[src/include/noc_defines.svh]
`ifndef NOC_DEFINES_SVH
`define NOC_DEFINES_SVH

// router ports: north, south, west, east, local
`define NOC_NUM_PORTS 5

// next-hop and crossbar select code width
`define NOC_CODE_W 3

// inputs competing for one output, own port excluded
`define NOC_NUM_CAND 4

// downstream buffer slots per output
`define NOC_BUF_DEPTH 4

// wide enough to hold NOC_BUF_DEPTH
`define NOC_CREDIT_W 3

`endif

[src/verilog/noc_pkg.sv]
`include "noc_defines.svh"

package noc_pkg;

        // port codes, shared by next-hop requests and crossbar selects
        // codes 5 and 6 are never matched and behave as idle
        typedef enum logic [`NOC_CODE_W-1:0] {
                PORT_NORTH = 3'd0,
                PORT_SOUTH = 3'd1,
                PORT_WEST  = 3'd2,
                PORT_EAST  = 3'd3,
                PORT_LOCAL = 3'd4,
                PORT_IDLE  = 3'd7
        } port_code_t;

endpackage

[src/verilog/sw_alloc_if.sv]
`timescale 1ns/10ps
`include "noc_defines.svh"

interface sw_alloc_if;

        // one entry per input port
        noc_pkg::port_code_t req_code [`NOC_NUM_PORTS];

        // everything below is indexed by output port
        logic [`NOC_NUM_PORTS-1:0]                     credit_ok;
        logic [`NOC_NUM_PORTS-1:0][`NOC_NUM_PORTS-1:0] grant;
        noc_pkg::port_code_t                           xbar_sel [`NOC_NUM_PORTS];
        logic [`NOC_NUM_PORTS-1:0]                     granted;

        modport top (output req_code, input grant, input xbar_sel);

        modport arb (
                input  req_code,
                input  credit_ok,
                output grant,
                output xbar_sel,
                output granted
        );

        modport credit (input granted, output credit_ok);

endinterface

[src/verilog/rr_order_ring.sv]
`timescale 1ns/10ps
`include "noc_defines.svh"

module rr_order_ring (
        input  logic                                        clk,
        input  logic                                        reset_i,
        input  logic                                        rotate_i,
        output logic [`NOC_NUM_CAND-1:0][`NOC_NUM_CAND-1:0] rank_o
);

        localparam int NUM_CAND = `NOC_NUM_CAND;

        logic [NUM_CAND-1:0][NUM_CAND-1:0] rank_q;
        logic [NUM_CAND-1:0]               rank_union;

        // word 0 is the top rank
        always_ff @(posedge clk) begin
                if (reset_i) begin
                        for (int r = 0; r < NUM_CAND; r++) begin
                                rank_q[r] <= NUM_CAND'(1) << r;
                        end
                end else if (rotate_i) begin
                        // everyone moves up one and the old top drops to the bottom
                        for (int r = 0; r < NUM_CAND - 1; r++) begin
                                rank_q[r] <= rank_q[r+1];
                        end
                        rank_q[NUM_CAND-1] <= rank_q[0];
                end
        end

        assign rank_o = rank_q;

        always_comb begin
                rank_union = '0;
                for (int r = 0; r < NUM_CAND; r++) begin
                        rank_union = rank_union | rank_q[r];
                end
        end

        for (genvar r = 0; r < NUM_CAND; r++) begin : g_onehot_chk
                a_rank_onehot: assert property (@(posedge clk) disable iff (reset_i)
                        $onehot(rank_q[r]));
        end

        // one-hot words covering every candidate means a permutation
        a_rank_perm: assert property (@(posedge clk) disable iff (reset_i)
                rank_union == {NUM_CAND{1'b1}});

endmodule

[src/verilog/rr_output_arbiter.sv]
`timescale 1ns/10ps
`include "noc_defines.svh"

module rr_output_arbiter #(
        parameter int OUT_PORT = 0
) (
        input  logic    clk,
        input  logic    reset_i,
        sw_alloc_if.arb bus
);

        localparam int NUM_CAND = `NOC_NUM_CAND;
        localparam int RANK_W   = $clog2(NUM_CAND);

        logic [NUM_CAND-1:0]               desire;
        logic [NUM_CAND-1:0][NUM_CAND-1:0] rank;
        logic [NUM_CAND-1:0]               rank_hit;
        logic [RANK_W-1:0]                 top_rank;
        logic                              any_hit;
        logic [NUM_CAND-1:0]               win_cand;
        logic                              grant_en;
        logic [`NOC_NUM_PORTS-1:0]         grant_word;
        noc_pkg::port_code_t               sel_code;

        // candidate slot c maps to an input port other than our own
        function automatic int cand_port(input int c);
                return (c < OUT_PORT) ? c : c + 1;
        endfunction

        rr_order_ring u_ring (
                .clk      (clk),
                .reset_i  (reset_i),
                .rotate_i (grant_en),
                .rank_o   (rank)
        );

        // which candidates want this output
        always_comb begin
                for (int c = 0; c < NUM_CAND; c++) begin
                        desire[c] = (bus.req_code[cand_port(c)] ==
                                     noc_pkg::port_code_t'(OUT_PORT));
                end
        end

        always_comb begin
                for (int r = 0; r < NUM_CAND; r++) begin
                        rank_hit[r] = |(rank[r] & desire);
                end
        end

        // scan from the bottom so the best rank is written last
        always_comb begin
                top_rank = '0;
                any_hit  = 1'b0;
                for (int r = NUM_CAND - 1; r >= 0; r--) begin
                        if (rank_hit[r]) begin
                                top_rank = RANK_W'(r);
                                any_hit  = 1'b1;
                        end
                end
        end

        assign win_cand = rank[top_rank];
        assign grant_en = any_hit & bus.credit_ok[OUT_PORT];

        always_comb begin
                grant_word = '0;
                sel_code   = noc_pkg::PORT_IDLE;
                for (int c = 0; c < NUM_CAND; c++) begin
                        if (grant_en && win_cand[c]) begin
                                grant_word[cand_port(c)] = 1'b1;
                                sel_code = noc_pkg::port_code_t'(cand_port(c));
                        end
                end
        end

        assign bus.grant[OUT_PORT]    = grant_word;
        assign bus.xbar_sel[OUT_PORT] = sel_code;
        assign bus.granted[OUT_PORT]  = grant_en;

        // no u-turns and at most one winner
        a_grant_legal: assert property (@(posedge clk) disable iff (reset_i)
                $onehot0(grant_word) && !grant_word[OUT_PORT]);

endmodule

[src/verilog/credit_tracker.sv]
`timescale 1ns/10ps
`include "noc_defines.svh"

module credit_tracker #(
        parameter int DEPTH   = `NOC_BUF_DEPTH,
        parameter int OUT_IDX = 0
) (
        input  logic       clk,
        input  logic       reset_i,
        input  logic       credit_return_i,
        sw_alloc_if.credit bus
);

        logic [`NOC_CREDIT_W-1:0] count_q;
        logic                     take;

        assign take = bus.granted[OUT_IDX];

        // grant and return together cancel out
        always_ff @(posedge clk) begin
                if (reset_i) begin
                        count_q <= `NOC_CREDIT_W'(DEPTH);
                end else if (take && !credit_return_i) begin
                        count_q <= count_q - 1'b1;
                end else if (credit_return_i && !take) begin
                        count_q <= count_q + 1'b1;
                end
        end

        assign bus.credit_ok[OUT_IDX] = (count_q != '0);

        // arbiter must not grant into an empty buffer
        a_no_underflow: assert property (@(posedge clk) disable iff (reset_i)
                (take && !credit_return_i) |-> count_q != '0);

        // downstream cannot return more slots than it has
        a_no_overflow: assert property (@(posedge clk) disable iff (reset_i)
                (credit_return_i && !take) |-> count_q < DEPTH);

endmodule

[src/verilog/switch_allocator.sv]
`timescale 1ns/10ps
`include "noc_defines.svh"

module switch_allocator (
        input  logic                                     clk,
        input  logic                                     reset_i,
        input  logic [`NOC_NUM_PORTS*`NOC_CODE_W-1:0]    nexthop_i,
        input  logic [`NOC_NUM_PORTS-1:0]                credit_return_i,
        output logic [`NOC_NUM_PORTS*`NOC_NUM_PORTS-1:0] grant_o,
        output logic [`NOC_NUM_PORTS*`NOC_CODE_W-1:0]    xbar_sel_o
);

        sw_alloc_if bus ();

        for (genvar p = 0; p < `NOC_NUM_PORTS; p++) begin : g_port
                // flat input ports onto the bus
                assign bus.req_code[p] =
                        noc_pkg::port_code_t'(nexthop_i[p*`NOC_CODE_W +: `NOC_CODE_W]);

                // word p of each output belongs to output port p
                assign grant_o[p*`NOC_NUM_PORTS +: `NOC_NUM_PORTS]  = bus.grant[p];
                assign xbar_sel_o[p*`NOC_CODE_W +: `NOC_CODE_W]     = bus.xbar_sel[p];

                rr_output_arbiter #(
                        .OUT_PORT (p)
                ) u_arb (
                        .clk     (clk),
                        .reset_i (reset_i),
                        .bus     (bus.arb)
                );

                credit_tracker #(
                        .DEPTH   (`NOC_BUF_DEPTH),
                        .OUT_IDX (p)
                ) u_credit (
                        .clk             (clk),
                        .reset_i         (reset_i),
                        .credit_return_i (credit_return_i[p]),
                        .bus             (bus.credit)
                );
        end

endmodule

[config.mk]
export PLATFORM = sky130hd
export DESIGN_NAME = switch_allocator
export DESIGN_NICKNAME = d
export VERILOG_FILES = /design/src/verilog/noc_pkg.sv /design/src/verilog/sw_alloc_if.sv /design/src/verilog/rr_order_ring.sv /design/src/verilog/rr_output_arbiter.sv /design/src/verilog/credit_tracker.sv /design/src/verilog/switch_allocator.sv
export VERILOG_INCLUDE_DIRS = /design/src /design/src/include
export SDC_FILE = /design/constraint.sdc
export NUM_CORES = 1
export LEC_CHECK = 0
export ABC_AREA = 1
export BUFFER_PORTS_ARGS = -buffer_cell sky130_fd_sc_hd__buf_2
export CORE_UTILIZATION = 60
export DETAILED_ROUTE_END_ITERATION = 10
export GPL_ROUTABILITY_DRIVEN = 0
export GPL_TIMING_DRIVEN = 1
export MAX_ROUTING_LAYER = met4
export PLACE_DENSITY_LB_ADDON = 0.2
export SYNTH_ARGS = -nofsm -noshare
export SYNTH_HDL_FRONTEND = slang
export SYNTH_SLANG_ARGS = --single-unit
[constraint.sdc]
create_clock -name clk -period 6.1 [get_ports clk]
set_input_delay 0.61 -clock clk [delete_from_list [all_inputs] [get_ports clk]]
set_output_delay 0.61 -clock clk [all_outputs]
set_load 0.02 [all_outputs]
==> results by group, run 1 <==
Setup path
  • Number of buffer and inverter instances along the worst setup path: 3
  • Worst-case reg-to-reg path depth: 14
  • Launching element of the worst setup path: nexthop_i[13]
  • Critical path, cell by cell: buf_2, nor3_2, nand2_1, o21ai_0, nor2_4, nand2_1, o21ai_1, inv_2, nand3_1, nor2_1, nor2_1, buf_2
  • Standard cell with the maximum stage delay on the critical path: sky130_fd_sc_hd__o21ai_1
  • WP depth: 12
  • Critical path endpoint category: output pin
  • Critical path's largest stage delay: 0.97 ns
  • Capture point of the worst reg-to-reg path: g_port[0].u_credit.count_q[2]
  • Worst EP required: 5.49 ns
  • Minimum setup slack among reg-to-reg paths: 2.76 ns
  • Top cell family by delay on the critical path: compound AO/OA/AOI/OAI gates
  • R2r startpoint: g_port[0].u_arb.u_ring.rank_o[1]
  • Critical setup path kind: in -> out
  • Crit path max fanout: 21
  • Critical Path Start Type: input pin
  • Critical Path AT: 3.34 ns

Timing
  • Final worst path period share: 64.8%
  • Period minus WS final: between 3 and 4 ns
  • Worst slew margin relative to its limit: 14.7%
  • Count of pins over their slew limit: 0
  • Worst clock skew: 0.0101 ns
  • Setup total negative slack: 0 ns
  • Slew at the pin closest to its max-slew limit: 1.28 ns
  • Final hold violation count: 0
  • Setup repair after global routing missed its margin: false
  • Final Worst Setup Slack: 2.15 ns
  • Final setup viols: 0
  • Fmax achieved: around 250 MHz

CTS
  • Hold buffer count at CTS: 0
  • Post-cts sizing count: 0
  • Post-CTS setup buffers: 0
  • TritonCTS clock tree: done
  • CTS H-Tree Depth: 3
  • Clk_lat worst skew: roughly 0.37 ns
  • Bufs on Longest Clock Path: 2
  • Clock root buffer: sky130_fd_sc_hd__clkbuf_8
  • Clock buffers created by TritonCTS: 9
  • Clock transition at the register clock pins on the worst setup and hold paths after CTS: 0.08 ns
  • Sink Count: 95

Logic synthesis
  • Sequential cell area fraction in the yosys report: around 34%
  • Fraction of post-synthesis cell area in the top cell type by area: between 30% and 40%
  • Synth Cell Area: about 5600 um^2
  • Top FF cell, synth: sky130_fd_sc_hd__dfxtp_1
  • Number of distinct library cells after synthesis: 34
  • Biggest area consumer among synthesized cells: sky130_fd_sc_hd__dfxtp_1
  • Largest cells by area after synthesis: sky130_fd_sc_hd__dfxtp_1 (34%), sky130_fd_sc_hd__nand2_1 (14%), sky130_fd_sc_hd__nand3_1 (9.6%)
  • Flop and latch count out of synthesis: 95
  • Count of warnings emitted by yosys: 0
  • Proportion of synthesized area in mux cells: 0%
  • Number of instances in the synthesized netlist: 880
  • Arithmetic-cell share of the synthesized area counting full adders, half adders and majority gates: 2.91%
  • Post-synth EDFFs: 0
  • Synth cell count leaders: sky130_fd_sc_hd__nand2_1 (203), sky130_fd_sc_hd__inv_1 (116), sky130_fd_sc_hd__nand3_1 (107), sky130_fd_sc_hd__dfxtp_1 (95), sky130_fd_sc_hd__o21ai_0 (88)
  • Compound-cell area share of the yosys netlist: 16.6%
  • Post-synthesis share of cell area spent on xor and xnor gates: 0%
  • Async SR Flop Fraction: 0%
  • Dominant combinational cell family by area after synthesis: simple AND/OR/NAND/NOR gates
  • Avg Inst Size Synth: 6.36 um^2
  • Post-Synth Simple-Gate Area: a little over a third
  • Most frequent cell after synthesis: sky130_fd_sc_hd__nand2_1

Die
  • Ports: 62
  • Starting density of the core: ~63%
  • Die X-Extent: 98.6 um
  • Area enclosed by the die boundary: a little under 10000 um^2
  • Cell Rows: 34
  • Die extent in y: 98.6 um
  • Core region area: roughly 8900 um^2

Placed design
  • Standard cell area after detailed placement: slightly below 6000 um^2
  • Dpl ws: around 2.2 ns
  • Post-detailed-placement half-perimeter wirelength: ~10 mm
  • IO buf count: 56

Worst hold path
  • Worst Hold End: g_port[2].u_credit.count_q[0]
  • Tightest Hold Check Type: reg -> reg
  • Number of cells on the worst hold path: 1
  • Hold Startpoint: g_port[2].u_credit.count_q[0]

Power
  • Leakage power: approximately 0.003 uW
  • Peak supply drop: between 0.4 and 0.5 mV
  • Power Dens Cells: approximately 570 nW/um^2

GRT
  • Overall routing resource usage: roughly 30%
  • Number of antenna violations at the first check in global routing: 0
  • GRT Residual Overflow: 0
  • Maximum number of pins on one net before global-route repair: 91
  • Vias in the first global route: approximately 5200
  • First-pass GRT wire length: 23.3 mm

Detailed routing
  • Detailed-route via count: 5728
  • Post-DR vias/cell: about 5.5
  • Drt drc: 0
  • Routed WL: 13.6 mm
  • First-pass DRT Iterations: 5
  • DRT iter0 DRCs: around 340
  • DR WL/cell: about 13 um
  • Number of antenna-violating nets in the routed design: 0

Job
  • Number of maximum-capacitance violations: 0

Layout
  • Layout Nets: roughly 950
  • Fraction of layout cells with a size suffix above 1: 11.8%
  • Design area: about 6100 um^2
  • Number of diodes: 0
  • Layout-stage area growth over the synthesis result: 8.28%

Run status
  • Outcome: finished, final reports clean
==> cell usage in the layout (no fill, tap or decap), drive strengths merged, types with 4 or more instances in the layout <==
master  synthesis  routed
a21oi          61      61
buf            20      58
clkbuf         11      10
clkinv          1       4
conb            1       5
dfxtp          95      95
fa              5       5
ha              5       5
inv           126     127
nand2         214     214
nand3         109     109
nand4          19      19
nor2           89      89
nor3            8       8
o211ai         12      12
o21ai         101     101
==> flip-flops by register name, indices dropped and copies added, names as in the netlist <==
register and count:
g_port.u_arb.u_ring.rank_o 80, g_port.u_credit.count_q 15
==> routing by layer <==
layer	up-vias	track usage, %	share of wire [%]
met2	183	48.7	47
li1	2939	-	-
met4	0	11.5	1.7
met1	2583	37.8	45
met3	23	5.18	6.3
met5	-	-	0
==> power breakdown <==
part / switching (uW) / internal (uW) / leakage, uW / total, uW
Combinational: 1320 / 618 / 0.00221 / 1940
Sequential: 214 / 884 / 0.000790 / 1100
Clock: 223 / 188 / 0.0000960 / 412
Total: 1760 / 1690 / 0.00309 / 3450
==> worst max-delay path by stage <==
stage	end	slack [ns]
detailed placement	xbar_sel_o[0]	2.22
finish	xbar_sel_o[0]	2.15
floorplan	xbar_sel_o[6]	3.23
global route	xbar_sel_o[2]	1.90
CTS	xbar_sel_o[0]	2.19
global placement	xbar_sel_o[2]	2.39
==> stage by stage <==
step	power, uW	cells	hold slack (ns)	util [%]
2_1_floorplan	2550	884	0.422	-
3_3_place_gp	2940	1019	0.439	66.0
3_5_place_dp	3020	1019	0.444	66.0
4_1_cts	3440	1035	0.457	68.1
5_1_grt	3770	1035	0.474	68.1
6_report	3450	1035	0.458	68.1
==> layout make-up <==
cell class,count,area [um^2]
clock buffers,10,128
clock inverters,6,61.3
fillers,814,2830
inverters,127,477
multi-input cells,631,3060
flip-flops and latches,95,1900
well taps,108,135
repair buffers,58,295
==> logic make-up after synthesis <==
group           count (synthesis)
buf+inv                       158
simple gates                  441
flops                          95
compound gates                175
fa+ha+maj                      10
other cells                     1
==> worst register-to-register path, stage by stage, from the launching register on <==
cell	delay [ns]
sky130_fd_sc_hd__dfxtp_1	0.32
sky130_fd_sc_hd__inv_1	0.12
sky130_fd_sc_hd__o21ai_0	0.18
sky130_fd_sc_hd__nor2_4	0.25
sky130_fd_sc_hd__nand2_1	0.09
sky130_fd_sc_hd__o21ai_1	0.97
sky130_fd_sc_hd__inv_2	0.34
sky130_fd_sc_hd__ha_1	0.29
sky130_fd_sc_hd__inv_1	0.11
sky130_fd_sc_hd__fa_1	0.20
sky130_fd_sc_hd__nand2_1	0.06
sky130_fd_sc_hd__nand2_1	0.05
sky130_fd_sc_hd__nor2_1	0.04
sky130_fd_sc_hd__a21oi_1	0.11
sky130_fd_sc_hd__o21ai_0	0.09
Power figures use the tool's default switching activity.
==> inputs of run 2 (changes only) <==
--- a/config.mk
+++ b/config.mk
@@ -8,7 +8,7 @@
 export LEC_CHECK = 0
 export ABC_AREA = 1
 export BUFFER_PORTS_ARGS = -buffer_cell sky130_fd_sc_hd__buf_2
-export CORE_UTILIZATION = 60
+export CORE_UTILIZATION = 59
 export DETAILED_ROUTE_END_ITERATION = 10
 export GPL_ROUTABILITY_DRIVEN = 0
 export GPL_TIMING_DRIVEN = 1
==> constraint.sdc (replaced) <==
create_clock -name clk -period 3.7 [get_ports clk]
set_input_delay 0.37 -clock clk [delete_from_list [all_inputs] [get_ports clk]]
set_output_delay 0.37 -clock clk [all_outputs]
set_load 0.02 [all_outputs]
==> results by group, run 2 (synthesis gave the netlist of run 1 again) <==
Timing
  • Final setup viols: 0
  • Count of pins over their slew limit: 0
  • Slew at the pin closest to its max-slew limit: ~0.63 ns
  • Worst slew margin relative to its limit: between 50% and 60%
  • Final worst path period share: 82.9%
  • Setup repair after global routing missed its margin: false
  • Worst clock skew: between 0.008 and 0.009 ns
  • Final hold violation count: 0
  • Period minus WS final: around 3.1 ns
  • Tightest hold margin: around 0.38 ns
  • Setup total negative slack: 0 ns
  • Fmax achieved: roughly 330 MHz

Layout
  • Count of non-filler cells in the finished layout: 1042
  • Commonest non-fill, non-tap cell in the layout: sky130_fd_sc_hd__nand2_1
  • Number of flip-flops in the largest register: 80
  • Layout-stage area growth over the synthesis result: 9.04%
  • Design area: slightly above 6000 um^2
  • Layout Nets: 958
  • Number of diodes: 0
  • Most used cells in the layout excluding fill and tap cells: sky130_fd_sc_hd__nand2_1 (203), sky130_fd_sc_hd__inv_1 (116), sky130_fd_sc_hd__nand3_1 (107)
  • Fraction of layout cells with a size suffix above 1: between 10% and 20%

Detailed routing
  • Detailed-route via count: about 5800
  • Post-DR vias/cell: 5.58
  • First-pass DRT Iterations: 5
  • DR WL/cell: ~13 um
  • Routed WL: ~14 mm
  • DRT iter0 DRCs: between 200 and 300
  • Number of antenna-violating nets in the routed design: 0
  • Drt drc: 0

Power
  • Internal: ~2800 uW
  • Power Dens Cells: around 940 nW/um^2
  • Switching power: between 2000 and 3000 uW
  • Fraction of power consumed by the clock network: about an eighth
  • Share of power burned in combinational logic: 56.3%
  • Sequential share of power: 31.5%
  • Peak supply drop: ~0.63 mV
  • Switching portion of total power: approximately half
  • Leakage power: about 0.0031 uW
  • Post-route total power: about 5700 uW

Setup path
  • Critical path endpoint category: output pin
  • Standard cell with the maximum stage delay on the critical path: sky130_fd_sc_hd__o21ai_4
  • Critical setup path kind: reg -> out
  • Critical Path AT: between 2 and 3 ns
  • Most frequent CP cell: sky130_fd_sc_hd__nand2_1
  • Worst EP required: around 3.3 ns
  • Crit path max fanout: 24
  • Critical Path Start Type: flop
  • Critical path's largest stage delay: approximately 0.47 ns
  • Critical path, cell by cell: nand2_1, nand2_1, nor2_4, nand2_2, o21ai_4, inv_1, nand2_1, nand2_1, a21oi_1, buf_2

CTS
  • Hold buffer count at CTS: 0
  • Sink Count: 95
  • Clock transition at the register clock pins on the worst setup and hold paths after CTS: ~0.09 ns
  • Clk_lat worst skew: ~0.35 ns
  • CTS H-Tree Depth: 3
  • Bufs on Longest Clock Path: 2
  • TritonCTS clock tree: done
  • Clock root buffer: sky130_fd_sc_hd__clkbuf_8
  • Clock buffers created by TritonCTS: 9
  • Post-cts sizing count: 0
  • Post-CTS setup buffers: 0

GRT
  • GRT Residual Overflow: 0
  • First-pass GRT wire length: roughly 23 mm
  • Maximum number of pins on one net before global-route repair: 45
  • Vias in the first global route: roughly 5300
  • Overall routing resource usage: 29.2%
  • Number of antenna violations at the first check in global routing: 0

Placed design
  • Post-detailed-placement half-perimeter wirelength: between 10 and 15 mm
  • IO buf count: 56
  • Standard cell area after detailed placement: just under 6000 um^2
  • Cell count after placement: approximately 1000

Die
  • Core region area: 9200 um^2
  • Ports: 62
  • Die X-Extent: 99.4 um
  • Area enclosed by the die boundary: around 9900 um^2
  • Starting density of the core: about three fifths
  • Die extent in y: around 99 um
  • Cell Rows: 35

Run status
  • Outcome: finished, final reports clean

Job
  • Number of maximum-capacitance violations: 0

Worst hold path
  • Tightest Hold Check Type: in -> reg
## run 2: worst max-delay path, delay by kind of cell (launching register included)
family	cells	cell delay, ns
buffers and inverters	2	0.52
AND/OR/NAND/NOR	6	0.85
flip-flops	1	0.36
AO/OA/AOI/OAI	2	0.61
## run 2: metrics by stage
stage                     utilization (%)  setup slack, ns
final                                66.3            0.634
after global routing                 66.3            0.429
after CTS                            66.3            0.660
after detailed placement             64.2            0.609
after global placement               64.2            0.765
after floorplan                         -             1.11
## run 2: path summary, 6_finish.rpt
path / startpoint / to / slack (ns) / depth (start not counted)
worst max register to register: g_port[1].u_arb.u_ring.rank_o[14] / g_port[1].u_credit.count_q[2] / 0.94 / 15
worst min-delay path: reset_i / g_port[0].u_credit.count_q[2] / 0.38 / 3
worst min register to register: g_port[2].u_credit.count_q[0] / g_port[2].u_credit.count_q[0] / 0.47 / 1
worst max-delay path: g_port[1].u_arb.u_ring.rank_o[1] / xbar_sel_o[3] / 0.63 / 10
## run 2: metal layers
| layer | GRT usage, % | up-vias | part of all wire [%] |
|---|---|---|---|
| met1 | 35.9 | 2660 | 44 |
| met3 | 6.04 | 30 | 7.0 |
| met5 | - | - | 0 |
| met2 | 48.6 | 185 | 47 |
| li1 | - | 2944 | - |
| met4 | 8.26 | 0 | 1.8 |
## run 2: power groups by stage
| stage | Sequential (uW) | Clock, uW | Combinational [uW] |
|---|---|---|---|
| finish | 1800 | 693 | 3220 |
| detailed placement | 1810 | 0 | 3190 |
| global route | 1860 | 755 | 3620 |
| CTS | 1790 | 708 | 3210 |
| floorplan | 1700 | 0 | 2510 |
| global placement | 1800 | 0 | 3070 |
## run 2: cell type report
type	instances	area (um^2)
clock inverter	5	56.3
multi-input combinational	631	3060
tap	111	139
sequential	95	1900
fill	828	3100
clock buffer	11	141
timing repair buffer	62	325
inverter	127	477
